## config.mk

```make
export PLATFORM = sky130hd
export DESIGN_NAME = kbd_rx_top
export DESIGN_NICKNAME = d
export VERILOG_FILES = /design/src/hdl/kbd_pkg.sv /design/src/hdl/ps2_frame_rx.sv /design/src/hdl/ps2_bit_timer.sv /design/src/hdl/kbd_protocol_fsm.sv /design/src/hdl/scan_to_ascii.sv /design/src/hdl/key_event_queue.sv /design/src/hdl/kbd_rx_top.sv
export SDC_FILE = /design/constraint.sdc
export NUM_CORES = 1
export LEC_CHECK = 0
export BUFFER_PORTS_ARGS = -buffer_cell sky130_fd_sc_hd__buf_2
export CAP_MARGIN = 15
export CELL_PAD_IN_SITES_DETAIL_PLACEMENT = 0
export CELL_PAD_IN_SITES_GLOBAL_PLACEMENT = 2
export CORE_ASPECT_RATIO = 0.7
export CORE_MARGIN = 2
export CORE_UTILIZATION = 42
export DETAILED_ROUTE_END_ITERATION = 10
export GPL_TIMING_DRIVEN = 0
export MAX_ROUTING_LAYER = met4
export PLACE_DENSITY_LB_ADDON = 0.05
export SLEW_MARGIN = 40
export SYNTH_ARGS = -nofsm -noshare
export SYNTH_HDL_FRONTEND = slang
export SYNTH_HIERARCHICAL = 1
export SYNTH_SLANG_ARGS = --single-unit
```

## constraint.sdc

```tcl
create_clock -name clk -period 8.2 [get_ports clk]
set_clock_uncertainty 0.05 [all_clocks]
set_input_delay 0 -clock clk [delete_from_list [all_inputs] [get_ports clk]]
set_output_delay 0 -clock clk [all_outputs]
set_load 0.02 [all_outputs]
```

## src/hdl/kbd_pkg.sv

```systemverilog
package kbd_pkg;

	// ps/2 frame geometry
	localparam int FRAME_BITS  = 11;
	localparam int FRAME_CNT_W = $clog2(FRAME_BITS);

	// bit timer, abort a stalled frame after this many clk cycles
	localparam int BIT_TIMEOUT = 400;
	localparam int BIT_TIMER_W = $clog2(BIT_TIMEOUT + 1);

	// scan code set 2
	localparam logic [7:0] SCAN_E0     = 8'hE0; // extended prefix
	localparam logic [7:0] SCAN_F0     = 8'hF0; // break prefix
	localparam logic [7:0] SCAN_LSHIFT = 8'h12;
	localparam logic [7:0] SCAN_RSHIFT = 8'h59;
	localparam logic [7:0] SCAN_CAPS   = 8'h58;

	// prefix FSM states, bit 0 = extended seen, bit 1 = break seen
	localparam logic [1:0] ST_IDLE    = 2'b00;
	localparam logic [1:0] ST_EXT     = 2'b01;
	localparam logic [1:0] ST_BRK     = 2'b10;
	localparam logic [1:0] ST_EXT_BRK = 2'b11;

	// event queue
	localparam int QUEUE_DEPTH   = 8;
	localparam int QUEUE_AW      = $clog2(QUEUE_DEPTH);
	localparam int QUEUE_CREDITS = 4;
	localparam int CREDIT_W      = $clog2(QUEUE_CREDITS + 1);
	localparam int EVT_W         = 18; // scan, ascii, release, extended

	// received frame, bit 0 arrives first
	typedef union packed {
		logic [FRAME_BITS-1:0] raw;
		struct packed {
			logic       stop;
			logic       parity;
			logic [7:0] data;
			logic       start;
		} f;
	} ps2_frame_u;

endpackage

```

## src/hdl/ps2_frame_rx.sv

```systemverilog
`timescale 1ns/1ps

module ps2_frame_rx (
	input  logic       clk,
	input  logic       reset,
	input  logic       ps2_clk,
	input  logic       ps2_data,
	input  logic       bit_timeout,
	output logic       ps2_fall,
	output logic       in_frame,
	output logic       byte_valid,
	output logic [7:0] byte_data,
	output logic       frame_err
);
	import kbd_pkg::*;

	logic clk_meta, clk_sync, clk_last; // two sync stages plus edge history
	logic data_meta, data_sync;
	logic [FRAME_CNT_W-1:0] bit_cnt;
	ps2_frame_u frame_q;
	ps2_frame_u frame_nxt;  // frame including the bit arriving now
	logic last_bit;
	logic frame_ok;

	// both lines idle high, so sync flops come out of reset high
	always_ff @(posedge clk) begin
		if (reset) begin
			clk_meta  <= 1'b1;
			clk_sync  <= 1'b1;
			clk_last  <= 1'b1;
			data_meta <= 1'b1;
			data_sync <= 1'b1;
		end else begin
			clk_meta  <= ps2_clk;
			clk_sync  <= clk_meta;
			clk_last  <= clk_sync;
			data_meta <= ps2_data;
			data_sync <= data_meta;
		end
	end

	assign ps2_fall = clk_last & ~clk_sync; // keyboard drives data, we sample on fall
	assign in_frame = (bit_cnt != '0);
	assign last_bit = (bit_cnt == FRAME_CNT_W'(FRAME_BITS - 1));

	always_comb begin
		frame_nxt = frame_q;
		frame_nxt.raw[bit_cnt] = data_sync;
	end

	// start low, stop high, odd parity over data and parity bit
	assign frame_ok = !frame_nxt.f.start && frame_nxt.f.stop
		&& (^{frame_nxt.f.parity, frame_nxt.f.data});

	always_ff @(posedge clk) begin
		if (ps2_fall)
			frame_q <= frame_nxt;
		if (ps2_fall && last_bit && frame_ok)
			byte_data <= frame_nxt.f.data; // held until the next good frame
	end

	always_ff @(posedge clk) begin
		if (reset) begin
			bit_cnt    <= '0;
			byte_valid <= 1'b0;
			frame_err  <= 1'b0;
		end else begin
			byte_valid <= ps2_fall && last_bit && frame_ok;
			frame_err  <= ps2_fall && last_bit && !frame_ok;
			if (bit_timeout)
				bit_cnt <= '0; // stalled frame, drop silently
			else if (ps2_fall)
				bit_cnt <= last_bit ? '0 : bit_cnt + 1'b1;
		end
	end

endmodule

```

## src/hdl/ps2_bit_timer.sv

```systemverilog
`timescale 1ns/1ps

module ps2_bit_timer (
	input  logic clk,
	input  logic reset,
	input  logic ps2_fall,
	input  logic in_frame,
	output logic bit_timeout
);
	import kbd_pkg::*;

	logic [BIT_TIMER_W-1:0] idle_cnt; // cycles since the last ps/2 falling edge

	always_ff @(posedge clk) begin
		if (reset) begin
			idle_cnt    <= '0;
			bit_timeout <= 1'b0;
		end else if (!in_frame || ps2_fall) begin
			idle_cnt    <= '0; // restart on every edge, rest outside a frame
			bit_timeout <= 1'b0;
		end else begin
			bit_timeout <= (idle_cnt == BIT_TIMER_W'(BIT_TIMEOUT - 1));
			// saturate so the pulse fires once
			if (idle_cnt != BIT_TIMER_W'(BIT_TIMEOUT))
				idle_cnt <= idle_cnt + 1'b1;
		end
	end

endmodule

```

## src/hdl/kbd_protocol_fsm.sv

```systemverilog
`timescale 1ns/1ps

module kbd_protocol_fsm (
	input  logic       clk,
	input  logic       reset,
	input  logic       byte_valid,
	input  logic [7:0] byte_data,
	input  logic [7:0] key_ascii,
	output logic [7:0] key_scan,
	output logic       key_extended,
	output logic       shift_active,
	output logic       key_valid,
	output logic [7:0] key_ascii_q,
	output logic       key_release
);
	import kbd_pkg::*;

	logic [1:0] state;
	logic shift_held; // either shift key down
	logic caps_on;
	logic is_prefix;
	logic is_key; // non-prefix byte, ends a sequence
	logic is_shift;

	assign is_prefix = (byte_data == SCAN_E0) || (byte_data == SCAN_F0);
	assign is_key    = byte_valid && !is_prefix;
	assign is_shift  = (byte_data == SCAN_LSHIFT) || (byte_data == SCAN_RSHIFT);

	// byte_data holds until the next frame, so it serves mapper and queue alike
	assign key_scan = byte_data;

	// flags come straight from the state, which stays put through key_valid
	assign key_extended = (state == ST_EXT) || (state == ST_EXT_BRK);
	assign key_release  = (state == ST_BRK) || (state == ST_EXT_BRK);
	assign shift_active = shift_held ^ caps_on; // caps inverts shift

	always_ff @(posedge clk) begin
		if (reset) begin
			state      <= ST_IDLE;
			shift_held <= 1'b0;
			caps_on    <= 1'b0;
			key_valid  <= 1'b0;
		end else begin
			key_valid <= is_key;

			if (key_valid)
				state <= ST_IDLE; // event handed over
			else if (byte_valid && byte_data == SCAN_E0 && state == ST_IDLE)
				state <= ST_EXT;
			else if (byte_valid && byte_data == SCAN_F0)
				state <= key_extended ? ST_EXT_BRK : ST_BRK;

			// modifiers only from the main block, E0 12 is a fake shift
			if (is_key && !key_extended) begin
				if (is_shift)
					shift_held <= !key_release; // make sets, break clears
				if (byte_data == SCAN_CAPS && !key_release)
					caps_on <= !caps_on;
			end
		end
	end

	// mapper result sampled with the shift state from before this byte
	always_ff @(posedge clk) begin
		if (is_key)
			key_ascii_q <= key_ascii;
	end

endmodule

```

## src/hdl/scan_to_ascii.sv

```systemverilog
`timescale 1ns/1ps

module scan_to_ascii (
	input  logic [7:0] scan,
	input  logic       extended,
	input  logic       shift_active,
	output logic [7:0] ascii
);

	logic [7:0] lo; // unshifted character
	logic [7:0] hi; // shifted character

	always_comb begin
		lo = 8'h00; // unmapped keys give no character
		hi = 8'h00;
		case (scan)
			// top row digits
			8'h16: {hi, lo} = {8'h21, 8'h31}; // 1 !
			8'h1E: {hi, lo} = {8'h40, 8'h32}; // 2 @
			8'h26: {hi, lo} = {8'h23, 8'h33}; // 3 #
			8'h25: {hi, lo} = {8'h24, 8'h34}; // 4 $
			8'h2E: {hi, lo} = {8'h25, 8'h35}; // 5 %
			8'h36: {hi, lo} = {8'h5E, 8'h36}; // 6 ^
			8'h3D: {hi, lo} = {8'h26, 8'h37}; // 7 &
			8'h3E: {hi, lo} = {8'h2A, 8'h38}; // 8 *
			8'h46: {hi, lo} = {8'h28, 8'h39}; // 9 (
			8'h45: {hi, lo} = {8'h29, 8'h30}; // 0 )
			// letters
			8'h1C: {hi, lo} = {8'h41, 8'h61}; // a
			8'h32: {hi, lo} = {8'h42, 8'h62}; // b
			8'h21: {hi, lo} = {8'h43, 8'h63}; // c
			8'h23: {hi, lo} = {8'h44, 8'h64}; // d
			8'h24: {hi, lo} = {8'h45, 8'h65}; // e
			8'h2B: {hi, lo} = {8'h46, 8'h66}; // f
			8'h34: {hi, lo} = {8'h47, 8'h67}; // g
			8'h33: {hi, lo} = {8'h48, 8'h68}; // h
			8'h43: {hi, lo} = {8'h49, 8'h69}; // i
			8'h3B: {hi, lo} = {8'h4A, 8'h6A}; // j
			8'h42: {hi, lo} = {8'h4B, 8'h6B}; // k
			8'h4B: {hi, lo} = {8'h4C, 8'h6C}; // l
			8'h3A: {hi, lo} = {8'h4D, 8'h6D}; // m
			8'h31: {hi, lo} = {8'h4E, 8'h6E}; // n
			8'h44: {hi, lo} = {8'h4F, 8'h6F}; // o
			8'h4D: {hi, lo} = {8'h50, 8'h70}; // p
			8'h15: {hi, lo} = {8'h51, 8'h71}; // q
			8'h2D: {hi, lo} = {8'h52, 8'h72}; // r
			8'h1B: {hi, lo} = {8'h53, 8'h73}; // s
			8'h2C: {hi, lo} = {8'h54, 8'h74}; // t
			8'h3C: {hi, lo} = {8'h55, 8'h75}; // u
			8'h2A: {hi, lo} = {8'h56, 8'h76}; // v
			8'h1D: {hi, lo} = {8'h57, 8'h77}; // w
			8'h22: {hi, lo} = {8'h58, 8'h78}; // x
			8'h35: {hi, lo} = {8'h59, 8'h79}; // y
			8'h1A: {hi, lo} = {8'h5A, 8'h7A}; // z
			// symbol keys
			8'h0E: {hi, lo} = {8'h7E, 8'h60}; // ` ~
			8'h4E: {hi, lo} = {8'h5F, 8'h2D}; // - _
			8'h55: {hi, lo} = {8'h2B, 8'h3D}; // = +
			8'h54: {hi, lo} = {8'h7B, 8'h5B}; // [ {
			8'h5B: {hi, lo} = {8'h7D, 8'h5D}; // ] }
			8'h5D: {hi, lo} = {8'h7C, 8'h5C}; // \ |
			8'h4C: {hi, lo} = {8'h3A, 8'h3B}; // ; :
			8'h52: {hi, lo} = {8'h22, 8'h27}; // ' "
			8'h41: {hi, lo} = {8'h3C, 8'h2C}; // , <
			8'h49: {hi, lo} = {8'h3E, 8'h2E}; // . >
			8'h4A: {hi, lo} = {8'h3F, 8'h2F}; // / ?
			// control keys, same either way
			8'h29: {hi, lo} = {8'h20, 8'h20}; // space
			8'h66: {hi, lo} = {8'h08, 8'h08}; // backspace
			8'h5A: {hi, lo} = {8'h0D, 8'h0D}; // enter
			8'h76: {hi, lo} = {8'h1B, 8'h1B}; // escape
			default: {hi, lo} = {8'h00, 8'h00};
		endcase
	end

	// arrows, keypad enter etc. share codes with the main block, so no char
	assign ascii = extended ? 8'h00 : (shift_active ? hi : lo);

endmodule

```

## src/hdl/key_event_queue.sv

```systemverilog
`timescale 1ns/1ps

module key_event_queue (
	input  logic       clk,
	input  logic       reset,
	input  logic       key_valid,
	input  logic [7:0] key_scan,
	input  logic [7:0] key_ascii,
	input  logic       key_release,
	input  logic       key_extended,
	input  logic       credit_return,
	output logic       evt_valid,
	output logic [7:0] evt_scan,
	output logic [7:0] evt_ascii,
	output logic       evt_release,
	output logic       evt_extended,
	output logic       overflow
);
	import kbd_pkg::*;

	logic [EVT_W-1:0] mem [QUEUE_DEPTH];
	logic [QUEUE_AW:0] wr_ptr, rd_ptr; // extra msb tells full from empty
	logic [CREDIT_W-1:0] credit_cnt;   // events the consumer can still take
	logic empty, full, push, pop;

	assign empty = (wr_ptr == rd_ptr);
	assign full  = (wr_ptr[QUEUE_AW] != rd_ptr[QUEUE_AW])
		&& (wr_ptr[QUEUE_AW-1:0] == rd_ptr[QUEUE_AW-1:0]);
	assign push  = key_valid && !full; // keyboard cannot be stalled, drop instead
	assign pop   = !empty && (credit_cnt != '0);

	always_ff @(posedge clk) begin
		if (push)
			mem[wr_ptr[QUEUE_AW-1:0]] <= {key_scan, key_ascii, key_release, key_extended};
		if (pop)
			{evt_scan, evt_ascii, evt_release, evt_extended} <= mem[rd_ptr[QUEUE_AW-1:0]];
	end

	always_ff @(posedge clk) begin
		if (reset) begin
			wr_ptr     <= '0;
			rd_ptr     <= '0;
			credit_cnt <= CREDIT_W'(QUEUE_CREDITS);
			evt_valid  <= 1'b0;
			overflow   <= 1'b0;
		end else begin
			evt_valid <= pop;
			if (push)
				wr_ptr <= wr_ptr + 1'b1;
			if (pop)
				rd_ptr <= rd_ptr + 1'b1;
			if (key_valid && full)
				overflow <= 1'b1; // sticky until reset
			case ({pop, credit_return})
				2'b10:   credit_cnt <= credit_cnt - 1'b1;
				2'b01:   credit_cnt <= credit_cnt + 1'b1;
				default: credit_cnt <= credit_cnt; // both or neither
			endcase
		end
	end

endmodule

```

## src/hdl/kbd_rx_top.sv

```systemverilog
`timescale 1ns/1ps

module kbd_rx_top (
	input  logic       clk,
	input  logic       reset,
	input  logic       ps2_clk,
	input  logic       ps2_data,
	input  logic       credit_return,
	output logic       evt_valid,
	output logic [7:0] evt_scan,
	output logic [7:0] evt_ascii,
	output logic       evt_release,
	output logic       evt_extended,
	output logic       frame_err,
	output logic       overflow
);

	logic       ps2_fall, in_frame, bit_timeout;
	logic       byte_valid;
	logic [7:0] byte_data;
	logic [7:0] key_scan, key_ascii, key_ascii_q;
	logic       key_extended, key_release, key_valid;
	logic       shift_active;

	// pins to bytes
	ps2_frame_rx i_ps2_frame_rx (
		.clk, .reset, .ps2_clk, .ps2_data, .bit_timeout,
		.ps2_fall, .in_frame, .byte_valid, .byte_data, .frame_err
	);

	ps2_bit_timer i_ps2_bit_timer (.clk, .reset, .ps2_fall, .in_frame, .bit_timeout);

	// bytes to key events
	kbd_protocol_fsm i_kbd_protocol_fsm (
		.clk, .reset, .byte_valid, .byte_data, .key_ascii,
		.key_scan, .key_extended, .shift_active, .key_valid, .key_ascii_q, .key_release
	);

	scan_to_ascii i_scan_to_ascii (
		.scan(key_scan), .extended(key_extended), .shift_active, .ascii(key_ascii)
	);

	// events out under credit control
	key_event_queue i_key_event_queue (
		.clk, .reset, .key_valid, .key_scan, .key_ascii(key_ascii_q),
		.key_release, .key_extended, .credit_return,
		.evt_valid, .evt_scan, .evt_ascii, .evt_release, .evt_extended, .overflow
	);

endmodule

```

==> impl_metrics.tcl <==
set metrics [dict create \
    critical_path_peak_fanout 16 \
    hold_path_class "in -> reg" \
    synth_sequential_area_ratio_pct 60.5 \
    dp_worst_setup_slack_ns 5.25 \
    detail_route.first_pass.iterations 5 \
    drt.antenna.violating_nets 0 \
    synth_edf_count 189 \
    clkSinkCount 228 \
    cell_chain_critical_path "buf_4, inv_1, ha_1, and2_4, a211oi_1, a2111oi_0, nor4_1, o31ai_1" \
    cts.repair_timing.setup_buffer_count 0 \
    period_share_pct 35.4 \
    die_w_um 195 \
    antenna_fix_cells 0 \
    globalplace.congestion 0.955 \
    total_switching_power_uw 502 \
    clockBufferDepth 3 \
    top_level_ports 26 \
    globalRouteMet3Util_pct 3.77 \
    post_cts_resize_count 0 \
    postPlaceCellArea_sq_um 11500 \
    synthesized_netlist_net_count 756 \
    endpoint_kind_of_the_worst_setup_timing_path "register" \
    power.static_leakage_nw 4.07 \
    routed-via-count 6706 \
    grt_usage_pct 20.5 \
    htree_num_levels 1 \
    fmax_mhz 344 \
    cts_tree "done" \
    first_pass_grt_wire_length_um 40100 \
    outcome "completed" \
    hold-worst-slack_ns 0.172 \
    drc 0 \
    met1_demand_to_capacity_share_in_global_routing_pct 29.3 \
    global_route.usage.met2_pct 31.2 \
    worst_slew_margin_rel_pct 44.8 \
    worst_skew_pair.late_latency_ns 0.52 \
    grt_overflow 0 \
    setup_tns_ns 0 \
    p_int_mw 1.90 \
    numCtsBuffers 24 \
    nNetsFinal 829 \
    synth-warning-count 6 \
    grt_setup_unrepaired "no" \
    routed_via_density 5.82 \
    grt_max_degree 20 \
    syn-cell-area_sq_um 10700 \
    reg2reg_slack_ns 5.29 \
    p_clk_share_pct 42.3 \
    routed_wire_length_um 26200 \
    placement_rows 48 \
    ctsRootBufferMaster "clkbuf_16" \
    count_of_pins_over_their_slew_limit 0 \
    worst-setup-path-type "reg -> reg" \
    fin_crit_ns 2.91 \
    die-area_sq_um 26700 \
    initial_utilization_pct 43.0 \
    antenna_found_initial 0 \
    critPathSlowestCell "nor4_1" \
    final_hold_vio_count 0 \
    hpwl_after_detailed_placement_um 18100 \
    timing.final.ws_setup_ns 5.29 \
    setup_viol_count_final 0 \
    synth_cells 737 \
    clk_pin_slew_worst_paths_ns 0.06 \
    layout.filler_cells 2149 \
    power.density_cell_area_nw_per_um2 196 \
    synth.ff_latch_count 228 \
    drt_iter0_markers 541 \
    synth_cell_types 93 \
    cp.arrival_ns 3.09 \
    ctsHoldBuffers 4 \
    global_routing_s_busiest_layer "met2" \
    placeable_core_region_sq_um 24800 \
    synth_ff_type "edfxtp_1" \
    timing.critical_path.max_delay_family "simple AND/OR/NAND/NOR gates" \
    port-buffer-count 25 \
    power.share.sequential_pct 52.6 \
    worst_setup_path_start_kind "register" \
    vias_in_the_first_global_route 6552 \
    power.share.combinational_pct 5.0 \
    worst_pin_slew_ns 0.827 \
    synthArstFlopShare_pct 0 \
    vdd.ir_drop.worst_mv 0.143 \
    sw_frac_of_total_pct 20.9 \
    max_cap_viol_count 0 \
    syn-mean-instance-area_sq_um 14.5 \
    areaGrowthSynthToFinish_pct 14.7 \
    finish.instance_area_sq_um 12200 \
    drt-wirelength-per-cell_um 22.7 \
    fp.dieH_um 137 \
    final_layout_size_suffix_gt1_share_pct 28.4 \
    critical_path_rt_ns 8.39 \
    critPathMaxStageDelay_ns 0.63 \
    cp_num_buf_inv 2 \
]
==> worst register-to-register path: stages (launching register included) <==
cell,delay (ns)
edfxtp_1,0.40
buf_4,0.24
inv_1,0.18
ha_1,0.38
and2_4,0.25
a211oi_1,0.27
a2111oi_0,0.12
nor4_1,0.63
o31ai_1,0.11
==> placed cells by master, fill, tap and decap left out, drive strengths merged, types with 4 or more instances in the layout <==
| cell type | instances |
|---|---|
| a211o | 5 |
| a211oi | 8 |
| a21oi | 25 |
| a31oi | 9 |
| and4bb | 6 |
| buf | 87 |
| clkbuf | 43 |
| clkinv | 12 |
| dfxtp | 39 |
| dlygate4sd3 | 4 |
| edfxtp | 189 |
| ha | 13 |
| inv | 16 |
| mux2 | 31 |
| mux2i | 10 |
| mux4 | 36 |
| nand2 | 32 |
| nand2b | 13 |
| nand3 | 17 |
| nand4 | 5 |
| nor2 | 35 |
| nor2b | 11 |
| nor3 | 23 |
| nor3b | 5 |
| nor4 | 9 |
| nor4b | 5 |
| o211ai | 9 |
| o21ai | 23 |
| o22ai | 4 |
| o31ai | 4 |
| or2 | 6 |
| or3 | 14 |
| xor2 | 15 |
==> kinds of logic after synthesis <==
family                   count (synthesis)  share of synthesized area, %
AO/OA/AOI/OAI                          123                          8.16
XOR/XNOR                                20                          2.11
adder cells (fa/ha/maj)                 14                          1.71
buffers and inverters                   73                          4.08
flip-flops                             228                          60.5
multiplexers                            77                          11.9
other                                    1                        0.0351
AND/OR/NAND/NOR                        201                          11.5
==> registers in the layout (all words and copies together), names as in the netlist, 8 cells and up <==
name	flops
i_key_event_queue/evt_ascii	8
i_ps2_frame_rx/byte_data	8
i_key_event_queue/evt_scan	8
i_ps2_bit_timer/idle_cnt	9
i_kbd_protocol_fsm/key_ascii_q	8
i_ps2_frame_rx/frame_q	11
i_key_event_queue/mem	144
==> synthesized netlist by cell type, drive strengths merged (3+ instances only) <==
master	n	share of area (%)
nand2b	13	0.76
o22ai	4	0.23
a2111oi	3	0.32
dfxtp	39	7.3
ha	13	1.5
mux4	36	7.6
and2	3	0.20
nor4	9	0.73
a41oi	3	0.25
o2111ai	3	0.25
or3b	3	0.25
nor2b	11	0.67
a31oi	9	0.53
a221oi	3	0.36
or2	6	0.35
o21ai	23	1.1
mux2	31	3.4
clkbuf	13	0.46
or3	14	0.82
edfxtp	189	53
nand4	5	0.35
nor3	23	1.1
a21oi	25	1.2
a211oi	8	0.61
o31ai	4	0.28
nor3b	5	0.40
buf	44	3.1
nand2	32	1.2
o211ai	9	0.63
nor2	35	1.2
a211o	5	0.41
xnor2	3	0.25
mux2i	10	0.94
nand3	17	0.84
nor4b	5	0.55
xor2	15	1.4
and4bb	6	0.70
inv	16	0.56
==> routing by layer <==
layer,part of all wire [%],vias up
met5,0,-
met4,1.4,0
met3,6.4,33
met2,44,234
met1,48,3409
li1,-,3030
==> metrics by stage <==
step | total power, mW | util, % | std cells
after floorplan | 1.38 | - | 737
after detailed placement | 1.41 | 46.2 | 1105
final | 2.40 | 49.4 | 1153
after global placement | 1.41 | 45.2 | 1087
after global routing | 2.49 | 49.4 | 1153
after CTS | 2.44 | 49.4 | 1153
==> final cells by class <==
| class | count | area (sq um) | share of cell area (%) |
|---|---|---|---|
| Inverter | 16 | 60.1 | 0.490 |
| Multi-Input combinational cell | 436 | 3840 | 31.4 |
| Clock inverter | 14 | 103 | 0.838 |
| Buffer | 57 | 375 | 3.06 |
| Clock buffer | 30 | 643 | 5.25 |
| Timing Repair Buffer | 47 | 358 | 2.92 |
| Sequential cell | 228 | 6460 | 52.7 |
| Tap cell | 325 | 407 | 3.32 |
==> power groups by stage <==
| stage | clock, mW | combinational [mW] | sequential [mW] |
|---|---|---|---|
| floorplan | 0 | 0.0833 | 1.30 |
| global placement | 0 | 0.119 | 1.29 |
| detailed placement | 0 | 0.122 | 1.29 |
| CTS | 1.05 | 0.124 | 1.26 |
| global route | 1.09 | 0.133 | 1.27 |
| finish | 1.02 | 0.121 | 1.26 |
==> path summary, 6_finish.rpt <==
check	start	endpoint	cells past startpoint
worst min register to register	i_ps2_frame_rx/clk_meta	i_ps2_frame_rx/clk_sync	1
worst min-delay path	ps2_clk	i_ps2_frame_rx/clk_meta	3
worst max-delay path	i_ps2_frame_rx/byte_data[1]	i_kbd_protocol_fsm/key_ascii_q[2]	8
worst max register to register	i_ps2_frame_rx/byte_data[1]	i_kbd_protocol_fsm/key_ascii_q[2]	8
(Power assumes the default switching activity.)
